[config.mk]
export PLATFORM = sky130hd
export DESIGN_NAME = IntAlu
export DESIGN_NICKNAME = d
export VERILOG_FILES = /design/src/common/cfgPkg.sv /design/src/common/uopPkg.sv /design/src/design/IntAlu.sv
export SDC_FILE = /design/constraint.sdc
export NUM_CORES = 1
export LEC_CHECK = 0
export ABC_AREA = 1
export BUFFER_PORTS_ARGS = -buffer_cell sky130_fd_sc_hd__buf_4
export CAP_MARGIN = 10
export CORE_MARGIN = 1
export CORE_UTILIZATION = 45
export CTS_CLUSTER_DIAMETER = 40
export CTS_CLUSTER_SIZE = 16
export DETAILED_ROUTE_END_ITERATION = 16
export PLACE_DENSITY = 0.73
export RECOVER_POWER = 25
export SETUP_SLACK_MARGIN = 0.02
export SLEW_MARGIN = 20
export SYNTH_ARGS = -nofsm -noshare
export SYNTH_HDL_FRONTEND = slang
export SYNTH_SLANG_ARGS = --single-unit
[constraint.sdc]
create_clock -name clk -period 4.2 [get_ports clk]
set_clock_uncertainty 0.2 [all_clocks]
set_input_delay 0.42 -clock clk [delete_from_list [all_inputs] [get_ports clk]]
set_output_delay 0.42 -clock clk [all_outputs]
set_load 0.1 [all_outputs]
[src/common/cfgPkg.sv]
package cfgPkg;

    // ==================================================
    // Datapath widths
    // ==================================================

    localparam int DATA_WIDTH = 32;    // Operand and result width.
    localparam int TAG_WIDTH = 6;      // Producer tag width.
    localparam int OPCODE_WIDTH = 6;

    // Shift amount is taken from the low bits of operand B.
    localparam int SHAMT_WIDTH = $clog2(DATA_WIDTH);

    // ==================================================
    // Operands
    // ==================================================

    localparam int SRC_COUNT = 2;      // Register sources per micro-op.
    localparam int SRC_A = 0;
    localparam int SRC_B = 1;

    // Tag zero marks a source whose value is already present.
    localparam logic [TAG_WIDTH-1:0] TAG_READY = '0;

endpackage

[src/common/uopPkg.sv]
package uopPkg;

    // ==================================================
    // ALU operations
    // ==================================================

    typedef enum logic [cfgPkg::OPCODE_WIDTH-1:0] {
        ALU_ADD      = 6'd0,
        ALU_SUB      = 6'd1,
        ALU_AND      = 6'd2,
        ALU_OR       = 6'd3,
        ALU_XOR      = 6'd4,
        ALU_SLL      = 6'd5,
        ALU_SRL      = 6'd6,
        ALU_PASS_IMM = 6'd7    // Result is the immediate.
    } AluOp;

    // ==================================================
    // Reservation station slot
    // ==================================================

    // Sources are indexed by cfgPkg::SRC_A and cfgPkg::SRC_B.
    typedef struct packed {
        logic valid;
        AluOp opcode;
        logic [cfgPkg::TAG_WIDTH-1:0] tagDst;
        logic [cfgPkg::DATA_WIDTH-1:0] imm;
        logic [cfgPkg::SRC_COUNT-1:0][cfgPkg::DATA_WIDTH-1:0] srcVal;
        logic [cfgPkg::SRC_COUNT-1:0][cfgPkg::TAG_WIDTH-1:0] srcTag;    // Zero when present.
    } StationEntry;

endpackage

[src/design/IntAlu.sv]
`timescale 1ns/10ps

module IntAlu (
    input  logic clk,
    input  logic rst,

    input  logic issueValid,
    input  uopPkg::AluOp issueOpcode,
    input  logic [cfgPkg::DATA_WIDTH-1:0] issueA,
    input  logic [cfgPkg::DATA_WIDTH-1:0] issueB,
    input  logic [cfgPkg::DATA_WIDTH-1:0] issueImm,
    input  logic [cfgPkg::TAG_WIDTH-1:0] issueTagDst,
    input  logic grant,

    output logic busy,
    output logic doneValid,
    output logic [cfgPkg::TAG_WIDTH-1:0] doneTag,
    output logic [cfgPkg::DATA_WIDTH-1:0] doneData
);
    import cfgPkg::*;
    import uopPkg::*;

    logic [DATA_WIDTH-1:0] aluResult;

    always_comb begin
        case (issueOpcode)
            ALU_ADD:      aluResult = issueA + issueB;
            ALU_SUB:      aluResult = issueA - issueB;
            ALU_AND:      aluResult = issueA & issueB;
            ALU_OR:       aluResult = issueA | issueB;
            ALU_XOR:      aluResult = issueA ^ issueB;
            ALU_SLL:      aluResult = issueA << issueB[SHAMT_WIDTH-1:0];
            ALU_SRL:      aluResult = issueA >> issueB[SHAMT_WIDTH-1:0];
            ALU_PASS_IMM: aluResult = issueImm;
            default:      aluResult = '0;
        endcase
    end

    // A pending result frees up on its grant edge.
    assign busy = doneValid && !grant;

    always_ff @(posedge clk) begin
        if (rst) begin
            doneValid <= 1'b0;
        end else if (!busy) begin
            doneValid <= issueValid;
        end
    end

    always_ff @(posedge clk) begin
        if (!busy && issueValid) begin
            doneData <= aluResult;
            doneTag <= issueTagDst;
        end
    end

endmodule

* Word-level counts from Yosys, hierarchy flattened
Cells that the tools add are included.
Storage, ports and cells: bits in registers 39, logic and storage cells 23
Cells by class: add/sub/neg operators 2, equal/unequal tests 7, shift operators 2, muxes and demuxes 1, bitwise logic cells 3, reduce and logical (&&, ||, !) cells 5
Operators by type and width (number):
- $pmux W32 S8 | 1
- $add A32 B32 Y32 | 1
- $and A32 B32 Y32 | 1
- $or A32 B32 Y32 | 1
- $shl A32 B5 Y32 | 1
- $shr A32 B5 Y32 | 1
- $sub A32 B32 Y32 | 1
- $xor A32 B32 Y32 | 1
- $eq A6 B3 Y1 const B | 4
- $eq A6 B2 Y1 const B | 2
- $eq A6 B1 Y1 const B | 1
- $logic_not A6 Y1 | 1
- $logic_and A1 B1 Y1 | 2
- $logic_not A1 Y1 | 2

* Logic depth before layout (Yosys ltp)
word-level depth 4, gate-level depth with buffers 25, depth with buffers taken out 22

* Worst setup path after synthesis
OpenSTA, ideal clock, no wires.
path kind register -> register, start register doneValid, end register doneData[0] (netlist name), enable pin, arrival 3.014 ns, slack 0.552 ns, cell stages (with the launch flop) 4, path buffers 0, clock period less this slack 3.648 ns, cells stage by stage dfxtp_1 nand2_1 inv_1 nor2_1
Between the ends: word-level cells in the longest chain between the ends 3
RTL lines:
- start, declared | RTL line IntAlu.sv:16 | output logic doneValid,
- start signal, assigned | RTL line IntAlu.sv:46 | doneValid <= issueValid;
- $logic_and A1 B1 Y1 | RTL line IntAlu.sv:40 | assign busy = doneValid && !grant;
- via busy | RTL line IntAlu.sv:15 | output logic busy,
- $logic_not A1 Y1 | RTL line IntAlu.sv:51 | if (!busy && issueValid) begin
- $logic_and A1 B1 Y1 | RTL line IntAlu.sv:51
- end signal, assigned | RTL line IntAlu.sv:52 | doneData <= aluResult;
- end, declared | RTL line IntAlu.sv:18 | output logic [cfgPkg::DATA_WIDTH-1:0] doneData
The timed path passes the listed nets, and every way through them passes these cells. A chain may end at the register's enable or synchronous reset.

* Worst setup path after layout
start input port issueB[1] (netlist name), end register doneData[18] (netlist name), data pin
Between the ends: word-level cells in the longest chain between the ends 2
RTL lines:
- start, declared | RTL line IntAlu.sv:10 | input logic [cfgPkg::DATA_WIDTH-1:0] issueB,
- $sub A32 B32 Y32 (tied with other cells) | RTL line IntAlu.sv:28 | ALU_SUB: aluResult = issueA - issueB;
- $pmux W32 S8 * | RTL line IntAlu.sv:26 | case (issueOpcode)
- via aluResult[18] | RTL line IntAlu.sv:23 | logic [DATA_WIDTH-1:0] aluResult;
Mark *: on every way through the listed nets, which the timed path passes. The rest lies on a longest branch.

==> Flow_metrics.wiki <==
{| class="wikitable"
! Metric !! Value
|-
| Pleak || 0.00617 µW
|-
| Cell family contributing the most delay on the critical path || simple AND/OR/NAND/NOR gates
|-
| Power per standard cell area || 191 nW/µm²
|-
| Fin crit period || 3.84 ns
|-
| Vias || 12.5k
|-
| Number of warnings reported in the yosys synthesis log || 0
|-
| Count of buffering cells on the critical path with inverters included || 3
|-
| CTS max path bufs || 2
|-
| Fin nets || 2114
|-
| Cell type with the largest total area after synthesis || sky130_fd_sc_hd__nand2_1
|-
| Share of flip-flops with an asynchronous set or reset after synthesis || 0%
|-
| Top post-synthesis cells by area || sky130_fd_sc_hd__nand2_1 24%, sky130_fd_sc_hd__nand3_1 18%, sky130_fd_sc_hd__ha_1 12%
|-
| Number of enable flip-flop cells after synthesis || 38
|-
| Crit path max-delay cell type || sky130_fd_sc_hd__ha_1
|-
| Main combinational cell family by area after synthesis || simple AND/OR/NAND/NOR gates
|-
| Slew Limit Fails || 0
|-
| Worst flop-to-flop path endpoint || doneData[5]
|-
| Antenna diode instance count || 0
|-
| DRC violations left || 0
|-
| Beginning of the worst register-to-register path || doneValid
|-
| Insertion delay of the later-clocked pin in the worst-skew pair || between 0.2 and 0.3 ns
|-
| Highest Clock Rate || 261 MHz
|-
| Overall routed net length || 43300 µm
|-
| CTS H-tree lvls || 2
|-
| Die Area || 22600 µm²
|-
| Compound-cell area share of the yosys netlist || 8.77%
|-
| Critical path startpoint category || input port
|-
| Global-route wire length before repair || 64300 µm
|-
| Instance count along the most critical hold path || 2
|-
| GRT Overall Usage || 38.1%
|-
| Most frequent cell after synthesis || sky130_fd_sc_hd__nand2_1
|-
| Share of the synthesized netlist area taken by xor and xnor gates || 2.48%
|-
| Port Buffer Count || 151
|-
| Synthesized-area fraction occupied by and/or/nand/nor cells || 52.0%
|-
| CTS Buf Count || 5
|-
| Count of unique library cells instantiated by Yosys || between 40 and 50
|-
| Area of combinational cells with multiple inputs || 7500 µm²
|-
| Std-Cell Core Area || roughly 21000 µm²
|-
| Number of top-level pins || between 150 and 200
|-
| Aggregate global routing overflow || 0
|-
| Post-synthesis mux area share || 0%
|-
| Register bit count reported by yosys || 39
|-
| Kind of critical path || input port to register
|-
| TritonCTS clock tree || done
|-
| Number of nets in the synthesized netlist || 2004
|-
| Post-route standard cell area excluding fillers || approximately 11000 µm²
|-
| Max-Cap Viols || 0
|-
| Result of the run || finished clean
|-
| # rows || 53
|-
| Sequential share of the synthesized area || about an eighth
|-
| Via density || 5.75
|-
| Worst-path maximum fanout || 5
|-
| Share of synthesized cell area in full adder, half adder and majority cells || between 10% and 20%
|-
| Maximum single-stage delay on the critical path || 0.37 ns
|-
| Post-Route Setup TNS || 0 ns
|-
| Post-Syn Instances || 1794
|-
| Syn_area_per_cell || 5.52 µm²
|-
| Placed cell area || 11200 µm²
|-
| Number of global-route vias before repair || about 11k
|-
| Layout cell share with drive strength beyond 1 || 10.1%
|-
| # setup viols final || 0
|-
| Post-detailed-route wirelength per cell || 19.9 µm
|-
| Critical Path AT || 3.68 ns
|-
| Clock transition time at the flip-flop clock pins of the worst setup and hold paths || around 0.070 ns
|-
| Fill count || 2327
|-
| Final critical-path share of the clock period || 91.4%
|-
| Number of cells on the worst reg-to-reg path || 4
|-
| Clock tree sinks || 39
|-
| Most used cell along the critical path || sky130_fd_sc_hd__nand2_1
|-
| Cell area after technology mapping || 9900 µm²
|-
| Worst slew pin tran || approximately 1.2 ns
|-
| Initial standard-cell utilization of the core || a little under half
|-
| Nature of the critical path endpoint || register
|-
| Starting DRT DRC Count || 1309
|-
| Synth Flop Type || sky130_fd_sc_hd__edfxtp_1
|-
| Data required time at the worst endpoint || 4.04 ns
|-
| Setup slack of the worst register-to-register path || 2.50 ns
|-
| Die boundary height || 150 µm
|-
| Worst hold-check slack || just over 0.07 ns
|-
| FF+latch area || 1160 µm²
|-
| Hold Path Class || input port to register
|-
| PostCTS Resize Cnt || 0
|-
| Max transition margin || 21.8%
|-
| Top cell type's share of synthesized area || a little under a quarter
|-
| HP Start || rst
|-
| Number of antenna violations at the first check in global routing || 0
|-
| Die W || approximately 150 µm
|-
| Area growth from synthesis to layout || 13.6%
|-
| Max rail drop VDD || 143 µV
|-
| CTS Hold Buffers Added || 0
|-
| Clock root buffer master || sky130_fd_sc_hd__clkbuf_16
|-
| Worst-case hold path end point || doneValid
|-
| Most frequent cells after synthesis || 621 x sky130_fd_sc_hd__nand2_1, 348 x sky130_fd_sc_hd__nand3_1, 215 x sky130_fd_sc_hd__inv_1
|-
| Count of TritonRoute iterations in the first routing pass || 7
|-
| Weighted congestion at the end of routability-driven global placement || approximately 1.0
|-
| Final hold viol count || 0
|-
| Detail Placement HPWL || 35200 µm
|-
| ANT nets after route || 0
|-
| Largest net degree at the start of global routing || 68
|-
| RSZ-0062 raised after global routing || no
|-
| Number of buffers added for setup after CTS || 0
|-
| Cells along the critical path || buf_4 > inv_4 > ha_1 > nand3_2 > nor3_2 > nand3b_1 > nand2_1 > nand2_1 > xor2_1 > ha_1 > nand2_1 > nor2_1 > inv_1 > nor2_1 > nand4_1 > nand3_1 > nand2_1 > nand3_1 > nand3_1
|}
## power breakdown
part           switching (µW)  internal (µW)  total (µW)
Clock                     179            220         399
Sequential               7.96            456         464
Combinational             921            366        1290
Total                    1110           1040        2150
## worst max path at each step
stage / start / endpoint / depth (start not counted) / slack [ns]
5_1_grt: issueB[1] / doneData[18] / 19 / 0.1
3_5_place_dp: issueB[1] / doneData[18] / 19 / 0.23
6_report: issueB[1] / doneData[18] / 19 / 0.36
3_3_place_gp: issueB[1] / doneData[18] / 19 / 0.24
2_1_floorplan: doneValid / doneData[0] / 3 / 0.55
4_1_cts: issueB[1] / doneData[18] / 19 / 0.52
## flip-flops by register name (all words and copies together) (netlist names)
register and cells:
doneData 32, doneTag 6, doneValid 1
## cells in the final DEF, fill, tap and decap left out, types with 5 or more instances in the layout
cell,netlist,routed
sky130_fd_sc_hd__ha_1,97,97
sky130_fd_sc_hd__nand3b_1,16,16
sky130_fd_sc_hd__a21oi_1,72,72
sky130_fd_sc_hd__o211a_1,5,5
sky130_fd_sc_hd__and2_1,16,16
sky130_fd_sc_hd__clkbuf_4,0,6
sky130_fd_sc_hd__inv_1,215,215
sky130_fd_sc_hd__buf_4,5,146
sky130_fd_sc_hd__nand4_1,22,22
sky130_fd_sc_hd__nand2_2,6,6
sky130_fd_sc_hd__clkbuf_1,11,23
sky130_fd_sc_hd__o211ai_1,13,13
sky130_fd_sc_hd__nand3_1,348,348
sky130_fd_sc_hd__nor3_1,10,10
sky130_fd_sc_hd__nand2_1,621,621
sky130_fd_sc_hd__o21ai_0,47,47
sky130_fd_sc_hd__o21ai_1,10,10
sky130_fd_sc_hd__nor2_1,118,116
sky130_fd_sc_hd__xor2_1,28,28
sky130_fd_sc_hd__edfxtp_1,38,38
sky130_fd_sc_hd__clkbuf_16,0,5
## per-layer routing
| layer | routed length, µm | track usage [%] |
|---|---|---|
| met5 | 0 | 0 |
| met4 | 2010 | 15.7 |
| met3 | 4440 | 5.03 |
| met2 | 18500 | 59.7 |
| met1 | 18300 | 52.2 |
## worst register-to-register path, stage by stage, from the launching register on
cell and delay [ns]:
sky130_fd_sc_hd__dfxtp_1 0.31, sky130_fd_sc_hd__nand2_1 0.08, sky130_fd_sc_hd__inv_1 0.08, sky130_fd_sc_hd__nor2_4 0.48, sky130_fd_sc_hd__buf_16 0.25
## metrics by stage
stage / instances / total power [µW] / setup WS, ns / util (%)
4_1_cts: 2179 / 2130 / 0.525 / 53.0
2_1_floorplan: 1794 / 1330 / 0.552 / -
3_5_place_dp: 2171 / 1740 / 0.231 / 52.4
5_1_grt: 2180 / 2280 / 0.0975 / 52.8
6_report: 2180 / 2150 / 0.363 / 52.8
3_3_place_gp: 2171 / 1730 / 0.235 / 52.4
## cells by family (layout without fill, tap and decap cells)
kind of cell               Yosys count  in the layout
and+or+nand+nor                   1178           1178
buffers and inverters              294            405
AOI/OAI and AO/OA                  157            157
adders and majority gates           98             98
DFF                                 39             39
xor gates and xnor gates            28             28
## area by class of cell
class                      count  share of cell area (%)
multi-input combinational   1461                    66.8
timing repair buffer         175                    11.1
sequential                    39                    10.3
inverter                     222                    7.47
tap                          275                    3.06
clock buffer                   6                    1.15
clock inverter                 2                   0.111
Power figures use the tool's default switching activity.
