==> src/common/cfgPkg.sv <==
package cfgPkg;

    // ==================================================
    // Datapath widths
    // ==================================================

    localparam int DATA_WIDTH = 32;    // Operand and result width.
    localparam int TAG_WIDTH = 6;      // Producer tag width.
    localparam int OPCODE_WIDTH = 6;

    // Shift amount is taken from the low bits of operand B.
    localparam int SHAMT_WIDTH = $clog2(DATA_WIDTH);

    // ==================================================
    // Operands
    // ==================================================

    localparam int SRC_COUNT = 2;      // Register sources per micro-op.
    localparam int SRC_A = 0;
    localparam int SRC_B = 1;

    // Tag zero marks a source whose value is already present.
    localparam logic [TAG_WIDTH-1:0] TAG_READY = '0;

endpackage

==> src/common/uopPkg.sv <==
package uopPkg;

    // ==================================================
    // ALU operations
    // ==================================================

    typedef enum logic [cfgPkg::OPCODE_WIDTH-1:0] {
        ALU_ADD      = 6'd0,
        ALU_SUB      = 6'd1,
        ALU_AND      = 6'd2,
        ALU_OR       = 6'd3,
        ALU_XOR      = 6'd4,
        ALU_SLL      = 6'd5,
        ALU_SRL      = 6'd6,
        ALU_PASS_IMM = 6'd7    // Result is the immediate.
    } AluOp;

    // ==================================================
    // Reservation station slot
    // ==================================================

    // Sources are indexed by cfgPkg::SRC_A and cfgPkg::SRC_B.
    typedef struct packed {
        logic valid;
        AluOp opcode;
        logic [cfgPkg::TAG_WIDTH-1:0] tagDst;
        logic [cfgPkg::DATA_WIDTH-1:0] imm;
        logic [cfgPkg::SRC_COUNT-1:0][cfgPkg::DATA_WIDTH-1:0] srcVal;
        logic [cfgPkg::SRC_COUNT-1:0][cfgPkg::TAG_WIDTH-1:0] srcTag;    // Zero when present.
    } StationEntry;

endpackage

==> src/design/Dispatcher.sv <==
`timescale 1ns/10ps

module Dispatcher #(
    parameter int STATION_COUNT = 3,
    parameter int RESULT_BUS_COUNT = 2
) (
    input  logic clk,
    input  logic rst,

    input  logic uopValid,
    input  uopPkg::AluOp uopOpcode,
    input  logic [cfgPkg::TAG_WIDTH-1:0] uopTagDst,
    input  logic [cfgPkg::DATA_WIDTH-1:0] uopImm,
    input  logic [cfgPkg::DATA_WIDTH-1:0] uopSrcA,
    input  logic [cfgPkg::TAG_WIDTH-1:0] uopTagA,
    input  logic [cfgPkg::DATA_WIDTH-1:0] uopSrcB,
    input  logic [cfgPkg::TAG_WIDTH-1:0] uopTagB,
    output logic stall,

    input  logic [STATION_COUNT-1:0] stationFull,

    input  logic [RESULT_BUS_COUNT-1:0] resultValid,
    input  logic [cfgPkg::TAG_WIDTH-1:0] resultTag [RESULT_BUS_COUNT],
    input  logic [cfgPkg::DATA_WIDTH-1:0] resultData [RESULT_BUS_COUNT],

    output logic enqValid,
    output logic [STATION_COUNT-1:0] enqSelect,
    output uopPkg::AluOp enqOpcode,
    output logic [cfgPkg::TAG_WIDTH-1:0] enqTagDst,
    output logic [cfgPkg::DATA_WIDTH-1:0] enqImm,
    output logic [cfgPkg::DATA_WIDTH-1:0] enqSrcA,
    output logic [cfgPkg::TAG_WIDTH-1:0] enqTagA,
    output logic [cfgPkg::DATA_WIDTH-1:0] enqSrcB,
    output logic [cfgPkg::TAG_WIDTH-1:0] enqTagB
);
    import cfgPkg::*;
    import uopPkg::*;

    logic heldValid;
    AluOp heldOpcode;
    logic [TAG_WIDTH-1:0] heldTagDst;
    logic [DATA_WIDTH-1:0] heldImm;
    logic [DATA_WIDTH-1:0] heldSrcA;
    logic [TAG_WIDTH-1:0] heldTagA;
    logic [DATA_WIDTH-1:0] heldSrcB;
    logic [TAG_WIDTH-1:0] heldTagB;
    logic [STATION_COUNT-1:0] freeMask;

    // Swap a pending tag for its value if it is on a result bus now.
    function automatic logic [TAG_WIDTH+DATA_WIDTH-1:0] snoop(
        input logic [TAG_WIDTH-1:0] tag,
        input logic [DATA_WIDTH-1:0] value
    );
        logic [TAG_WIDTH+DATA_WIDTH-1:0] operand;
        operand = {tag, value};
        for (int b = 0; b < RESULT_BUS_COUNT; b++) begin
            if (tag != TAG_READY && resultValid[b] && resultTag[b] == tag) begin
                operand = {TAG_READY, resultData[b]};
            end
        end
        return operand;
    endfunction

    // Lowest-indexed station with room.
    assign freeMask = ~stationFull;
    assign enqSelect = freeMask & (~freeMask + 1'b1);
    assign enqValid = heldValid && (|freeMask);
    assign stall = heldValid && !(|freeMask);

    assign enqOpcode = heldOpcode;
    assign enqTagDst = heldTagDst;
    assign enqImm = heldImm;

    always_comb begin
        {enqTagA, enqSrcA} = snoop(heldTagA, heldSrcA);
        {enqTagB, enqSrcB} = snoop(heldTagB, heldSrcB);
    end

    always_ff @(posedge clk) begin
        if (rst) begin
            heldValid <= 1'b0;
        end else if (!stall) begin
            heldValid <= uopValid;    // Old entry leaves on this edge.
        end
    end

    always_ff @(posedge clk) begin
        if (!stall) begin
            heldOpcode <= uopOpcode;
            heldTagDst <= uopTagDst;
            heldImm <= uopImm;
            {heldTagA, heldSrcA} <= snoop(uopTagA, uopSrcA);
            {heldTagB, heldSrcB} <= snoop(uopTagB, uopSrcB);
        end else begin
            // Keep snooping while blocked.
            {heldTagA, heldSrcA} <= {enqTagA, enqSrcA};
            {heldTagB, heldSrcB} <= {enqTagB, enqSrcB};
        end
    end

endmodule

==> config.mk <==
export PLATFORM = sky130hd
export DESIGN_NAME = Dispatcher
export DESIGN_NICKNAME = d
export VERILOG_FILES = /design/src/common/cfgPkg.sv /design/src/common/uopPkg.sv /design/src/design/Dispatcher.sv
export SDC_FILE = /design/constraint.sdc
export NUM_CORES = 1
export LEC_CHECK = 0
export BUFFER_PORTS_ARGS = -buffer_cell sky130_fd_sc_hd__buf_4
export CAP_MARGIN = 0
export CORE_UTILIZATION = 44
export DETAILED_ROUTE_END_ITERATION = 7
export PLACE_DENSITY = 0.79
export SYNTH_ARGS = -nofsm -noshare
export SYNTH_HDL_FRONTEND = slang
export SYNTH_SLANG_ARGS = --single-unit
==> constraint.sdc <==
create_clock -name clk -period 2.8 [get_ports clk]
set_clock_uncertainty 0.15 [all_clocks]
set_input_delay 0.28 -clock clk [delete_from_list [all_inputs] [get_ports clk]]
set_output_delay 0.28 -clock clk [all_outputs]
set_load 0.005 [all_outputs]
# --- After elaboration in Yosys (flattened, before gate mapping) ---
# Index checks and enable logic that the tools add are counted.
totals:
  reg_bits: 121
  in_bits: 204
  output_inout_bits: 125
  wordCells: 56
classes:
  add_sub_neg: 1
  n_eq_ne: 8
  n_mux: 12
  bitwise: 3
  n_reduce_logical: 24
ops:
  columns: ["op", "n"]
  rows:
  - ["$mux W38", 8]
  - ["$mux W32", 2]
  - ["$eq A6 B6 Y1", 8]
  - ["$reduce_bool A6 Y1", 4]
  - ["$logic_and A1 B1 Y1", 18]
  - ["$mux W6", 2]
  - ["$not A3 Y3", 2]
  - ["$add A3 B1 Y3 const B", 1]
  - ["$and A3 B3 Y3", 1]
  - ["$reduce_or A3 Y1", 1]
  - ["$logic_not A1 Y1", 1]

# --- Logic depth before layout (Yosys ltp) ---
depth:
  ltp_word: 6
  depth_mapped: 8
  depth_no_buf: 5

# --- Worst setup path after synthesis ---
# Ideal clock, no wire load.
synth_path:
  kind: "input port to flip-flop"
  start: "input port stationFull[0]"
  end: "register heldImm[0] (netlist: enqImm[0]) (enable)"
  setup_ns: 0.426
  arrival_ns: 2.196
  t_required_ns: 2.224
  setup_slack_ns: 0.029
  path_stages: 3
  n_path_buf: 2
  path_cell_list: "nand4_1 -> clkbuf_1 -> clkbuf_1"
synth_via:
  elab_chain_cells: 4
synth_rtl:
  columns: ["item", "line", "rtl"]
  rows:
  - ["start, declared", "Dispatcher.sv:20", "input logic [STATION_COUNT-1:0] stationFull,"]
  - ["$not A3 Y3", "Dispatcher.sv:65", "assign freeMask = ~stationFull;"]
  - ["$reduce_or A3 Y1", "Dispatcher.sv:68", "assign stall = heldValid && !(|freeMask);"]
  - ["$logic_not A1 Y1", "Dispatcher.sv:68", null]
  - ["$logic_and A1 B1 Y1", "Dispatcher.sv:68", null]
  - ["end signal, assigned", "Dispatcher.sv:91", "heldImm <= uopImm;"]
  - ["end, declared", "Dispatcher.sv:42", "logic [DATA_WIDTH-1:0] heldImm;"]
# Every way passes these cells.
# A chain may end at the register's enable or synchronous reset.

# --- Final worst setup path ---
layout_path:
  start: "register heldTagA[2]"
  end: "output port enqSrcA[21] (netlist bit)"
layout_via:
  elab_chain_cells: 5
  word_cells_on_any_way: 9
  classes_between: "eq/ne: 2; mux: 2; reduce/logical: 5"
layout_rtl:
  columns: ["item", "line", "rtl"]
  rows:
  - ["start, declared", "Dispatcher.sv:44", "logic [TAG_WIDTH-1:0] heldTagA;"]
  - ["start signal, assigned", "Dispatcher.sv:92", "{heldTagA, heldSrcA} <= snoop(uopTagA, uopSrcA);"]
  - ["start signal, assigned", "Dispatcher.sv:96", "{heldTagA, heldSrcA} <= {enqTagA, enqSrcA};"]
  - ["$reduce_bool A6 Y1", "Dispatcher.sv:57", "if (tag != TAG_READY && resultValid[b] && resultTag[b] == tag) begin"]
  - ["$logic_and A1 B1 Y1 (2 in series)", "Dispatcher.sv:57", null]
  - ["$mux W38", "Dispatcher.sv:57", null]
  - ["$mux W38 (*)", "Dispatcher.sv:57", null]
  - ["end, declared", "Dispatcher.sv:31", "output logic [cfgPkg::DATA_WIDTH-1:0] enqSrcA,"]
# Mark *: on every way between the ends. The rest lies on a longest branch, timed or not.

==> metrics.yaml <==
run_status:
  status: "finished with violations"
  violations: "negative hold slack, negative setup slack"
critical_path:
  crit_arrival_ns: 2.49
  crit_chain: "buf_6 -> nor4_4 -> nand2_2 -> buf_12 -> and3_4 -> buf_12 -> a221oi_4 -> nor2_2 -> buf_4"
  crit_end: "enqSrcA[21]"
  crit_path_start_kind: "register"
  reg2reg_from: "heldTagA[2]"
  startpoint: "heldTagA[2]"
  critPathCaptureType: "output port"
  ff2ff_path_depth: 10
  cp_num_buf_inv: 4
  critPathMaxStageDelay_ns: 0.36
  crit_fanout: 7
  critical_path_required_ns: 2.37
  setup.worst_path.class: "register to output port"
  r2r_end: "heldTagA[1]"
  crit_family: "simple AND/OR/NAND/NOR gates"
  slowest_stage: "nor4_4"
  worst-path-stages: 9
  cp_common_cell: "buf_12"
  rrSetupSlack_ns: 0.21
power:
  peakVddDrop_mv: 0.450
  p_leak_nw: 5.63
  power_w: 0.00611
  p_per_area_mw_per_mm2: 463
sta:
  hold_ws_ns: -0.00201
  setup-tns-final_ns: -3.34
  worstMarginPinSlew_ns: 0.533
  finalHoldViolCount: 1
  rsz0062_at_grt: "yes"
  period_share_pct: 104
  slew_headroom_pct: 64.3
  maxSlewViolCount: 0
  setup_viol: 60
  timing.final.ws_setup_ns: -0.120
  fmax_mhz: 342
  fin_crit_ns: 2.92
yosys:
  synth_warnings: 0
  postSynthAreaPerCell_um2: 8.72
  synth_area_mm2: 0.00792
  synth-seq-cells: 121
  netlist_instances: 908
  yosysSeqAreaShare_pct: 36.2
  synth_cell_types: 39
  syn_nets: 1112
global_route:
  use_met3_pct: 9.66
  use_met1_pct: 42.9
  first_global_vias: 9367
  antenna_found_initial: 0
  grt_pass1_wl_mm: 51.6
  grt_max_degree: 107
  grt_util_met2_pct: 62.6
  overflow: 0
  grt_usage_pct: 37.1
  grt-busiest-layer: "met2"
clock_tree:
  cts-root-buf: "clkbuf_16"
  clkTransAtPathRegs_ns: 0.06
  cts_tree: "done"
  cts_made_buffers: 17
  h-tree-depth: 4
  clock_tree.buffer_depth: 2
  clock_latency_ns: 0.43
  cts.sinks: 121
route:
  antenna_left: 0
  vias_per_cell: 6.50
  drcViolationCount: 0
  first_pass_iters: 6
  drt-initial-drc-count: 1088
  vias: 10091
  routed_wl_mm: 38.1
  avgRoutedWirePerCell_um: 24.6
flow_run:
  cap_violations: 0
cells_and_area:
  seq_area_mm2: 0.00288
  fill_cells: 1207
  syn_to_final_growth_pct: 66.7
  fin_nets: 1517
  fin_util_pct: 75.8
  final_layout_size_suffix_gt1_share_pct: 43.2
  multi_input_area_mm2: 0.00528
placed_design:
  port_buffers: 328
  place_congestion: 0.934
  dpl.hpwl_mm: 23.6
floorplan:
  initial_core_util_pct: 45.4
  die_h_um: 136
  coreArea_mm2: 0.0174
  die_area_mm2: 0.0185
  die_w_um: 136
  rows: 48
  io_pins: 329
hold_path:
  hold_path_class: "primary input to register"
[worst min-delay path, delay by kind of cell]
family	cells	cell delay (ns)
AOI/OAI and AO/OA	2	0.17
buffers and inverters	1	0.08
[worst min-delay path by stage]
stage                start           end  slack (ns)  cells after the start
3_5_place_dp           rst     heldValid        0.29                      2
2_1_floorplan          rst     heldValid        0.20                      1
5_1_grt        uopSrcA[23]  heldSrcA[23]        0.01                      3
4_1_cts        uopSrcB[27]  heldSrcB[27]      0.0007                      3
3_3_place_gp           rst     heldValid        0.29                      2
6_report       uopSrcA[23]  heldSrcA[23]      -0.002                      3
[registers in the layout, summed over array words and instances (netlist names)]
register   flops
enqImm        32
heldSrcA      32
heldSrcB      32
enqOpcode      6
enqTagDst      6
heldTagA       6
heldTagB       6
heldValid      1
[cell usage after synthesis (all sizes together)]
cell / number / area (um^2)
o21a: 15 / 113
and2: 1 / 6.26
and3: 33 / 206
nand2: 27 / 101
nand4: 5 / 31.3
nor4: 2 / 12.5
or3b: 2 / 17.5
inv: 2 / 7.51
or3: 2 / 12.5
a221oi: 81 / 778
buf: 30 / 176
o21ai: 64 / 320
xnor2: 30 / 278
o32ai: 49 / 429
and4: 51 / 447
xor2: 20 / 190
nor3b: 2 / 25.0
a22o: 12 / 105
clkbuf: 68 / 260
edfxtp: 44 / 1320
a211o: 15 / 131
nor2: 210 / 788
nor3: 6 / 56.3
nor4b: 2 / 47.6
o2bb2ai: 15 / 131
nand3: 11 / 70.1
dfxtp: 77 / 1540
a211oi: 32 / 310
[area by class of cell]
| cell class | instances | share of cell area, % |
|---|---|---|
| Clock inverter | 15 | 1.88 |
| Clock buffer | 17 | 3.22 |
| Sequential cell | 121 | 21.8 |
| Timing Repair Buffer | 484 | 30.9 |
| Antenna cell | 1 | 0.0190 |
| Inverter | 2 | 0.0569 |
| Multi-Input combinational cell | 687 | 40.0 |
| Tap cell | 225 | 2.13 |
[kinds of logic after synthesis]
kind of cell | count (synthesis) | synth area share, %
simple gates | 354 | 23.0
compound gates | 283 | 29.3
xor+xnor | 50 | 5.91
buf+inv | 100 | 5.61
flops | 121 | 36.2
[cells in the final DEF, fill, tap and decap left out, types with 15 or more instances in the layout]
| cell | instances |
|---|---|
| buf_4 | 395 |
| nor2_1 | 197 |
| dfxtp_1 | 68 |
| o21ai_0 | 64 |
| dlygate4sd3_1 | 58 |
| and4_1 | 51 |
| a221oi_1 | 49 |
| o32ai_1 | 49 |
| edfxtp_1 | 44 |
| and3_1 | 32 |
| xnor2_1 | 27 |
| nand2_1 | 26 |
| a211oi_2 | 25 |
| clkbuf_16 | 23 |
| a221oi_4 | 21 |
| a211o_1 | 15 |
| o21a_1 | 15 |
| o2bb2ai_1 | 15 |
[repair_timing]
| item | CTS | global route |
|---|---|---|
| endpoints found under the hold margin | 57 | 0 |
| hold buffers | 58 | 0 |
| gates resized for setup | 49 | 84 |
| buffers inserted | 12 | 12 |
| pin swaps | 4 | 25 |
| endpoints found under the setup margin | 76 | 71 |
| gates cloned | 0 | 8 |
[per-stage QoR]
| step | setup slack, ns | instances | instance area (um^2) |
|---|---|---|---|
| final | -0.120 | 1552 | 13200 |
| after global routing | -0.168 | 1551 | 13200 |
| after CTS | -0.0139 | 1532 | 12400 |
| after detailed placement | -0.108 | 1430 | 10800 |
| after global placement | -0.0848 | 1430 | 10800 |
| after floorplan | 0.0286 | 908 | 7920 |
[routing by layer]
layer,vias to the layer above,wire length (um)
met5,-,0
met4,0,2300
met3,198,4530
met2,841,18100
met1,4725,13200
li1,4327,-
[report_power, final]
part | internal [W] | total (W) | switching [W] | leakage (nW)
Combinational | 0.000809 | 0.00152 | 0.000712 | 4.19
Clock | 0.00167 | 0.00256 | 0.000888 | 0.321
Sequential | 0.00195 | 0.00203 | 0.0000750 | 1.11
Total | 0.00443 | 0.00611 | 0.00167 | 5.63
No activity file was read; power rests on OpenSTA's default activity.
