<file path="src/common/cfgPkg.sv">
package cfgPkg;

    // ==================================================
    // Datapath widths
    // ==================================================

    localparam int DATA_WIDTH = 32;    // Operand and result width.
    localparam int TAG_WIDTH = 6;      // Producer tag width.
    localparam int OPCODE_WIDTH = 6;

    // Shift amount is taken from the low bits of operand B.
    localparam int SHAMT_WIDTH = $clog2(DATA_WIDTH);

    // ==================================================
    // Operands
    // ==================================================

    localparam int SRC_COUNT = 2;      // Register sources per micro-op.
    localparam int SRC_A = 0;
    localparam int SRC_B = 1;

    // Tag zero marks a source whose value is already present.
    localparam logic [TAG_WIDTH-1:0] TAG_READY = '0;

endpackage

</file>
<file path="src/design/ResultArbiter.sv">
`timescale 1ns/10ps

module ResultArbiter #(
    parameter int STATION_COUNT = 3,
    parameter int RESULT_BUS_COUNT = 2
) (
    input  logic clk,
    input  logic rst,

    input  logic [STATION_COUNT-1:0] doneValid,
    input  logic [cfgPkg::TAG_WIDTH-1:0] doneTag [STATION_COUNT],
    input  logic [cfgPkg::DATA_WIDTH-1:0] doneData [STATION_COUNT],

    output logic [STATION_COUNT-1:0] grant,
    output logic [RESULT_BUS_COUNT-1:0] resultValid,
    output logic [cfgPkg::TAG_WIDTH-1:0] resultTag [RESULT_BUS_COUNT],
    output logic [cfgPkg::DATA_WIDTH-1:0] resultData [RESULT_BUS_COUNT]
);
    localparam int PTR_WIDTH = (STATION_COUNT > 1) ? $clog2(STATION_COUNT) : 1;

    logic [PTR_WIDTH-1:0] ptr;    // First ALU considered this cycle.

    // ==================================================
    // Grant and bus assignment
    // ==================================================

    always_comb begin
        int idx;
        int bus;
        grant = '0;
        resultValid = '0;
        for (int b = 0; b < RESULT_BUS_COUNT; b++) begin
            resultTag[b] = '0;
            resultData[b] = '0;
        end
        bus = 0;
        for (int k = 0; k < STATION_COUNT; k++) begin
            idx = int'(ptr) + k;
            if (idx >= STATION_COUNT) idx = idx - STATION_COUNT;    // Wrap.
            if (doneValid[idx] && bus < RESULT_BUS_COUNT) begin
                grant[idx] = 1'b1;
                resultValid[bus] = 1'b1;
                resultTag[bus] = doneTag[idx];
                resultData[bus] = doneData[idx];
                bus = bus + 1;
            end
        end
    end

    // Rotate by one ALU every cycle, loaded or not.
    always_ff @(posedge clk) begin
        if (rst) begin
            ptr <= '0;
        end else if (ptr == PTR_WIDTH'(STATION_COUNT - 1)) begin
            ptr <= '0;
        end else begin
            ptr <= ptr + 1'b1;
        end
    end

endmodule

</file>
<file path="config.mk">
export PLATFORM = sky130hd
export DESIGN_NAME = ResultArbiter
export DESIGN_NICKNAME = d
export VERILOG_FILES = /design/src/common/cfgPkg.sv /design/src/design/ResultArbiter.sv
export SDC_FILE = /design/constraint.sdc
export NUM_CORES = 1
export LEC_CHECK = 0
export BUFFER_PORTS_ARGS = -buffer_cell sky130_fd_sc_hd__buf_2
export CAP_MARGIN = 0
export CORE_MARGIN = 3
export CORE_UTILIZATION = 43
export DETAILED_ROUTE_END_ITERATION = 10
export PLACE_DENSITY = 0.77
export RECOVER_POWER = 100
export SYNTH_ARGS = -nofsm -noshare
export SYNTH_HDL_FRONTEND = slang
export SYNTH_SLANG_ARGS = --single-unit
</file>
<file path="constraint.sdc">
create_clock -name clk -period 2.9 [get_ports clk]
set_input_delay 0.145 -clock clk [delete_from_list [all_inputs] [get_ports clk]]
set_output_delay 0.145 -clock clk [all_outputs]
set_load 0.05 [all_outputs]
</file>
Word level (Yosys, flattened, before mapping)
Index checks and enable logic that the tools add are counted.
{"block": "word_totals", "ff_bits": 2, "in_bits": 119, "out_inout_bits": 81}
{"block": "classes", "addsub": 7, "n_lt_le_gt_ge": 22, "n_eq_ne": 1, "mux": 66, "n_bitwise": 9, "reduce_logical": 10}
{"operator": "2-to-1 mux 32 bit", "count": 13}
{"operator": "binary-select mux 32 bit (select 2 bit)", "count": 3}
{"operator": "greater-or-equal comparator 32 x 1 -> 1 bit, second input constant", "count": 5}
{"operator": "NOT 32 bit", "count": 5}
{"operator": "bitwise mux 64 bit", "count": 2}
{"operator": "< comparator 32 x 3 -> 1 bit, second input constant", "count": 4}
{"operator": "2-to-1 mux 64 bit", "count": 2}
{"operator": "greater-or-equal comparator 32 x 3 -> 1 bit, second input constant", "count": 3}
{"operator": "< comparator 32 x 4 -> 1 bit, second input constant", "count": 3}
{"operator": "demux 32 bit (select 1 bit)", "count": 2}
{"operator": "greater-or-equal comparator 32 x 2 -> 1 bit, second input constant", "count": 2}
{"operator": "< comparator 32 x 1 -> 1 bit, second input constant", "count": 2}
{"operator": "2-to-1 mux 6 bit", "count": 9}
{"operator": "binary-select mux 6 bit (select 2 bit)", "count": 3}
{"operator": "adder 32 x 2 -> 32 bit, second input constant", "count": 1}
{"operator": "bitwise mux 12 bit", "count": 2}
{"operator": "2-to-1 mux 12 bit", "count": 2}
{"operator": "2-to-1 mux 1 bit", "count": 13}
{"operator": "demux 6 bit (select 1 bit)", "count": 2}
{"operator": "logical AND 1 bit", "count": 9}
{"operator": "2-to-1 mux 3 bit", "count": 3}
{"operator": "subtractor 3 x 2 -> 4 bit, second input constant", "count": 2}
{"operator": "binary-select mux 1 bit (select 2 bit)", "count": 3}
{"operator": "demux 1 bit (select 2 bit)", "count": 3}
{"operator": "13 further kinds", "count": 17}

Longest topological paths before layout
Gate-level depths: netlist (run 1).
{"block": "logic_depth", "word_depth": 16, "ltp_mapped": 13}

Worst setup path after synthesis (run 1)
Ideal clock, no wire load.
{"block": "synth_timing", "path_type": "register to output", "startpoint": "register ptr[0]", "endpoint": "output resultData[61] (netlist name)", "arrival_time_ns": 3.349, "required_time_ns": 2.755, "setup_slack_ns": -0.594, "path_stages_with_launch": 14, "path_cell_list": "dfxtp_1 -> inv_1 -> ha_1 -> buf_4 -> and2b_1 -> a2bb2oi_2 -> buf_2 -> inv_1 -> ha_1 -> inv_1 -> clkbuf_1 -> buf_1 -> nand4_1 -> a31oi_1"}
{"item": "start, declared", "line_no": "ResultArbiter.sv:21", "rtl": "logic [PTR_WIDTH-1:0] ptr;"}
{"item": "start signal, assigned", "line_no": "ResultArbiter.sv:57", "rtl": "ptr <= ptr + 1'b1;"}
{"item": "end, declared", "line_no": "ResultArbiter.sv:17", "rtl": "output logic [cfgPkg::DATA_WIDTH-1:0] resultData [RESULT_BUS_COUNT]"}

Worst setup path after layout (run 1)
{"block": "layout_timing", "startpoint": "register ptr[1]", "endpoint": "output grant[0]"}
{"block": "layout_between", "elab_chain_len": 12}
{"item": "subtractor 2 x 2 -> 3 bit or greater-or-equal comparator 2 bit (tied branches)", "line_no": "ResultArbiter.sv:39", "rtl": "if (idx >= STATION_COUNT) idx = idx - STATION_COUNT;"}
{"item": "2-to-1 mux 32 bit", "line_no": "ResultArbiter.sv:39"}
{"item": "binary-select mux 1 bit (select 2 bit)", "line_no": "ResultArbiter.sv:40", "rtl": "if (doneValid[idx] && bus < RESULT_BUS_COUNT) begin"}
{"item": "2-to-1 mux 1 bit (not written as such) (2 in a row)", "line_no": "ResultArbiter.sv:40"}
{"item": "2-to-1 mux 1 bit", "line_no": "ResultArbiter.sv:40"}
{"item": "< comparator 32 x 3 -> 1 bit", "line_no": "ResultArbiter.sv:40"}
{"item": "logical AND 1 bit", "line_no": "ResultArbiter.sv:40"}
{"item": "2-to-1 mux 32 bit", "line_no": "ResultArbiter.sv:40"}
{"item": "< comparator 32 x 3 -> 1 bit", "line_no": "ResultArbiter.sv:40"}
{"item": "logical AND 1 bit", "line_no": "ResultArbiter.sv:40"}
{"item": "2-to-1 mux 3 bit (*)", "line_no": "ResultArbiter.sv:40"}
{"item": "end, declared", "line_no": "ResultArbiter.sv:14", "rtl": "output logic [STATION_COUNT-1:0] grant,"}
Every way passes the cells marked *; elsewhere a longest branch is shown, timed or not. The select of a mux whose other input is x is not followed.

==> flow_metrics.tcl, run 1 <==
set metrics [dict create \
    crit_type "flip-flop to primary output" \
    h-tree-depth 1 \
    grt_pass1_wl_mm 26.5 \
    final_cell_mix "buf_2, mux2i_1, o2bb2ai_1, nand2_1, buf_4" \
    muxShareOfSynthArea_pct 29.6 \
    cts_sinks 2 \
    whs_endpoint "ptr[0]$_SDFF_PP0_" \
    grtUsageTotal_pct 30.5 \
    dieWidth_um 102 \
    crit_top_cell "inv_1" \
    synthXorXnorAreaFrac_pct 0.411 \
    drc_errors 0 \
    critPathMaxFanout 9 \
    seq_area_sq_um 41.3 \
    relSlewSlack_pct 55.1 \
    timing.final.hold_violations 0 \
    hpwl_mm 11.6 \
    cts.root.buffer_cell "clkbuf_8" \
    synth_adder_area_share_pct 1.58 \
    cts_made_buffers 3 \
    synth_top_area_share_pct 29.6 \
    ys_top_cells_by_area "mux2i_1, o2bb2ai_1, a211oi_1, a31oi_1, nand4_1" \
    crit_family "buffers and inverters" \
    num_vias 5663 \
    arrival_ps 2660 \
    intPower_mw 2.33 \
    setup_violations 0 \
    synth_cell_types 31 \
    tightest_slew_ps 674 \
    worstSetupEndpointType "primary output" \
    design_area_sq_mm 0.00638 \
    cts_tree "yes" \
    rows 34 \
    io_buffer_count 199 \
    syn_area_sq_mm 0.00396 \
    crit_required_ps 2760 \
    insertion_delay_ps 210 \
    cp-startpoint "ptr[1]$_SDFF_PP0_" \
    power_frac_clock_pct 1.6 \
    antenna_found_initial 0 \
    fin_crit_ps 2800 \
    yosys.area.top_type "mux2i_1" \
    drive_above_1_share_pct 43.9 \
    start_util_pct 44.7 \
    drv_slew 0 \
    final_cells 828 \
    gp_congestion 0.902 \
    cellPowerDensity_mw_per_mm2 1080 \
    r2r_start "ptr[0]$_SDFF_PP0_" \
    synth_top_family_by_area "compound AO/OA/AOI/OAI gates" \
    seqPwrFrac_pct 0.6 \
    p_comb_share_pct 97.8 \
    grt_max_degree 78 \
    period_share_pct 96.6 \
    syn2layout_area_growth_pct 61.4 \
    min_path_type "input port to flip-flop" \
    synth_simple_gate_area_share_pct 19.3 \
    drt-total-wl_mm 17.0 \
    worst_setup_path_start_kind "flip-flop" \
    regMostFlops "ptr" \
    crit_chain "inv_1 -> ha_4 -> mux2i_4 -> a2bb2oi_4 -> inv_1 -> ha_1 -> inv_4 -> and2_1 -> a221o_1 -> clkbuf_2" \
    synth.avg_cell_area_sq_um 6.97 \
    power_mw 6.89 \
    ys_ff_latch 2 \
    post_cts.repair.setup_buffers 0 \
    yosysSeqAreaShare_pct 1.01 \
    die_area_sq_mm 0.0104 \
    ios 200 \
    p_sw_share_pct 66.1 \
    diodes 0 \
    placed_cells 823 \
    cp_slowest_cell "dfxtp_1" \
    drtIter0Drc 332 \
    layout.nets 846 \
    worst_slack_ps 97.5 \
    p_sw_mw 4.55 \
    die_h_um 102 \
    core_sq_mm 0.00885 \
    reg2reg_depth 4 \
    largest_reg_flops 2 \
    p_leak_nw 2.25 \
    clk_path_buf_depth 2 \
    reg_top3 "ptr x2" \
    overflow 0 \
    n_fill_cell 689 \
    cts.clk_slew.worst_paths_ps 30 \
    r2r-end "ptr[1]$_SDFF_PP0_" \
    hold_start "rst" \
    place_area_sq_mm 0.00613 \
    place_ws_ps 177 \
    multi_input_area_sq_mm 0.00466 \
    fmax_mhz 357 \
    reg2reg_setup_slack_ps 1240 \
    min_path_cells 2 \
    fin_util_pct 72.2 \
    grt_pass1_vias 5436 \
    synth_warnings 0 \
    fin_skew_ps 0.0951 \
    critical_path_buf_inv_count 4 \
    synth_nets 692 \
    ant_nets 0 \
    synth_compound_gate_area_share_pct 38.6 \
    status "completed" \
    first_pass_iters 5 \
    cap_viol_max_count 0 \
    ir_drop_mv 0.697 \
    routedWlPerCell_um 20.6 \
    layout_commonest_cell "buf_2" \
    viasPerCell 6.84 \
    syn_inst 568 \
    critPathMaxStageDelay_ps 330 \
]
## power by group through the flow
stage,combinational [mW],clock [mW],sequential [mW]
finish,6.73,0.111,0.0415
global route,7.05,0.118,0.0423
CTS,6.50,0.113,0.0409
detailed placement,6.42,0,0.0412
global placement,6.33,0,0.0407
floorplan,5.12,0,0.0376
## cell usage after synthesis (all sizes together)
master   count
nor3         2
and2b        1
clkbuf      32
nand3       35
mux2i      117
nand4       38
a32o         3
dfxtp        2
a311oi       1
and2         3
o22ai       35
a221o        2
nand2       39
inv          5
or2          1
a31oi       38
o2bb2ai     76
o21ai        1
a22o         1
nor2        38
buf         47
a211oi      38
ha           5
nor2b        2
a21o         2
xnor2        1
a2bb2oi      2
nand3b       1
## through the flow
stage	hold WS, ps	TNS, ps
floorplan	216	0
global placement	319	0
detailed placement	324	0
CTS	103	0
global route	115	-68.4
finish	102	0
## routing by layer
metal  share of wire (%)  vias up  global-route usage (%)
met4                 1.5        0                    7.97
met3                 8.2       32                    4.30
met2                  50      295                    53.5
li1                    -     2621                       -
met5                   0        -                       0
met1                  41     2715                    39.1
## worst max path at each step
stage	end	slack, ps	cells after the start
global route	resultData[46]	-20	11
detailed placement	resultData[52]	180	9
CTS	resultData[50]	1	11
floorplan	resultData[41]	40	13
global placement	resultData[56]	260	9
finish	grant[0]	100	10
## kinds of logic after synthesis
kind of cell | Yosys count
AOI/OAI and AO/OA | 199
and+or+nand+nor | 160
muxes | 117
buffers and inverters | 84
adders and majority gates | 5
DFF | 2
xor gates and xnor gates | 1
## what timing repair did
| item | CTS | global route |
|---|---|---|
| hold buffers | 0 | 0 |
| hold endpoints to repair | 0 | 0 |
| resized for setup | 15 | 64 |
| setup endpoints to repair | 8 | 77 |
| pin swaps | 0 | 0 |
| cloned | 0 | 2 |
## layout make-up
cell class | instances | share of cell area (%)
clock buffers | 3 | 0.647
repair buffers | 228 | 23.2
flip-flops and latches | 2 | 0.647
multi-input cells | 482 | 73.0
inverters | 5 | 0.333
well taps | 108 | 2.12
Power figures use the tool's default switching activity.
==> inputs of run 2 (changes only) <==
--- a/config.mk
+++ b/config.mk
@@ -7,7 +7,6 @@
 export LEC_CHECK = 0
 export BUFFER_PORTS_ARGS = -buffer_cell sky130_fd_sc_hd__buf_2
 export CAP_MARGIN = 0
-export CORE_MARGIN = 3
 export CORE_UTILIZATION = 43
 export DETAILED_ROUTE_END_ITERATION = 10
 export PLACE_DENSITY = 0.77
==> run 2 against run 1 <==
- largest power group unchanged
- design area down 1.6%
- the run now ends with design-rule violations left
- total power down 1.7%
- non-clock buffer count down 4
- hold slack better by 2.3 ps
- core utilization down 0.82 points
==> flow_metrics.tcl, run 2 (synthesized netlist as in run 1, its figures left out) <==
set metrics [dict create \
    layout.nets 842 \
    rsz0062_at_grt "no" \
    critPathMaxFanout 62 \
    reg2reg_setup_slack_ps 1520 \
    crit_required_ps 2760 \
    cts_sinks 2 \
    cp_slowest_cell "buf_12" \
    tightest_slew_ps 780 \
    seq_area_sq_um 41.3 \
    drc_errors 15 \
    fin_crit_ps 2810 \
    reg_top3 "ptr x2" \
    drtIter0Drc 256 \
    timing.final.hold_violations 0 \
    cts_tree "yes" \
    cts_resized 3 \
    regMostFlops "ptr" \
    cts.clk_slew.worst_paths_ps 30 \
    drt-total-wl_mm 16.5 \
    die_area_sq_mm 0.00959 \
    drive_above_1_share_pct 43.9 \
    rows 34 \
    ant_nets 0 \
    diodes 0 \
    viasPerCell 6.86 \
    arrival_ps 2660 \
    crit_type "flip-flop to primary output" \
    syn2layout_area_growth_pct 58.8 \
    cts_made_buffers 3 \
    place_ws_ps 149 \
    critPathMaxStageDelay_ps 420 \
    grt_max_degree 64 \
    hpwl_mm 11.3 \
    multi_input_area_sq_mm 0.00466 \
    largest_reg_flops 2 \
    ir_drop_mv 0.685 \
    gr-usage-met1_pct 40.1 \
    cts.root.buffer_cell "clkbuf_8" \
    grt_util_met3_pct 4.94 \
    layout_commonest_cell "buf_2" \
    ios 200 \
    cellPowerDensity_mw_per_mm2 1080 \
    first_pass_iters 9 \
    gp_congestion 0.897 \
    status "complete, but fails checks" \
    cap_viol_max_count 0 \
    grt_pass1_vias 5560 \
    critical_path_buf_inv_count 4 \
    insertion_delay_ps 210 \
    h-tree-depth 1 \
    hold_slack_ps 104 \
    fin_util_pct 71.3 \
    overflow 0 \
    grtUsageTotal_pct 32.6 \
    worst_setup_path_start_kind "flip-flop" \
    grt_pass1_wl_mm 26.4 \
    post_cts.repair.setup_buffers 0 \
    n_fill_cell 714 \
    drv_slew 0 \
    setup_violations 0 \
    min_path_type "input port to flip-flop" \
    p_leak_nw 2.22 \
    clk_path_buf_depth 2 \
    start_util_pct 44.9 \
    crit_family "buffers and inverters" \
    violations "design-rule violations" \
    core_sq_mm 0.00881 \
    grt.met2_usage_pct 58.0 \
    num_vias 5653 \
    grt_most_used_layer "met2" \
    crit_chain "inv_1 -> ha_4 -> mux2i_2 -> a2bb2oi_4 -> buf_4 -> buf_12 -> nand2_1 -> or2_2 -> buf_2" \
    io_buffer_count 199 \
    ctsHoldBuffers 0 \
    relSlewSlack_pct 48.0 \
    final_cell_mix "buf_2, mux2i_1, o2bb2ai_1, nand2_1" \
    fin_skew_ps 0.335 \
    setup_tns_ps 0 \
    dieWidth_um 97.9 \
    period_share_pct 96.9 \
    worstSetupEndpointType "primary output" \
    worst_slack_ps 90.3 \
    routedWlPerCell_um 20.0 \
    fmax_mhz 356 \
    antenna_found_initial 0 \
    die_h_um 97.9 \
]
==> run 2: final timing paths <==
kind,end,depth (start not counted),start
max,resultValid[0],9,ptr[1]$_SDFF_PP0_
min,ptr[0]$_SDFF_PP0_,2,rst
max reg2reg,ptr[1]$_SDFF_PP0_,4,ptr[0]$_SDFF_PP0_
min reg2reg,ptr[0]$_SDFF_PP0_,1,ptr[0]$_SDFF_PP0_
==> run 2: layout make-up <==
type | instances | share of cell area [%]
clock buffers | 3 | 0.657
flip-flops and latches | 2 | 0.657
inverters | 5 | 0.339
well taps | 108 | 2.15
multi-input cells | 482 | 74.2
repair buffers | 224 | 21.9
==> run 2: worst reg2reg max path, stage by stage, from the launching register on <==
cell	delay, ps
dfxtp_2	360
inv_1	100
ha_4	340
buf_4	350
nor3_1	110
==> run 2: per-stage QoR <==
| step | total power [mW] | cells | area (sq um) |
|---|---|---|---|
| global route | 7.07 | 824 | 6280 |
| finish | 6.77 | 824 | 6280 |
| floorplan | 5.16 | 568 | 4990 |
| global placement | 6.42 | 821 | 6140 |
| detailed placement | 6.51 | 821 | 6140 |
| CTS | 6.64 | 824 | 6190 |
==> run 2: metal layers <==
layer  vias up  wire length, um
li1       2605                -
met1      2735             6820
met2       278             8130
met3        35             1290
met4         0              272
met5         -                0
==> run 2: power by group <==
group	internal [mW]	switching (mW)	total (mW)	leakage, nW
combinational	2.12	4.50	6.62	2.18
sequential	0.0339	0.00735	0.0413	0.0168
clock	0.0878	0.0226	0.110	0.0216
total	2.24	4.53	6.77	2.22
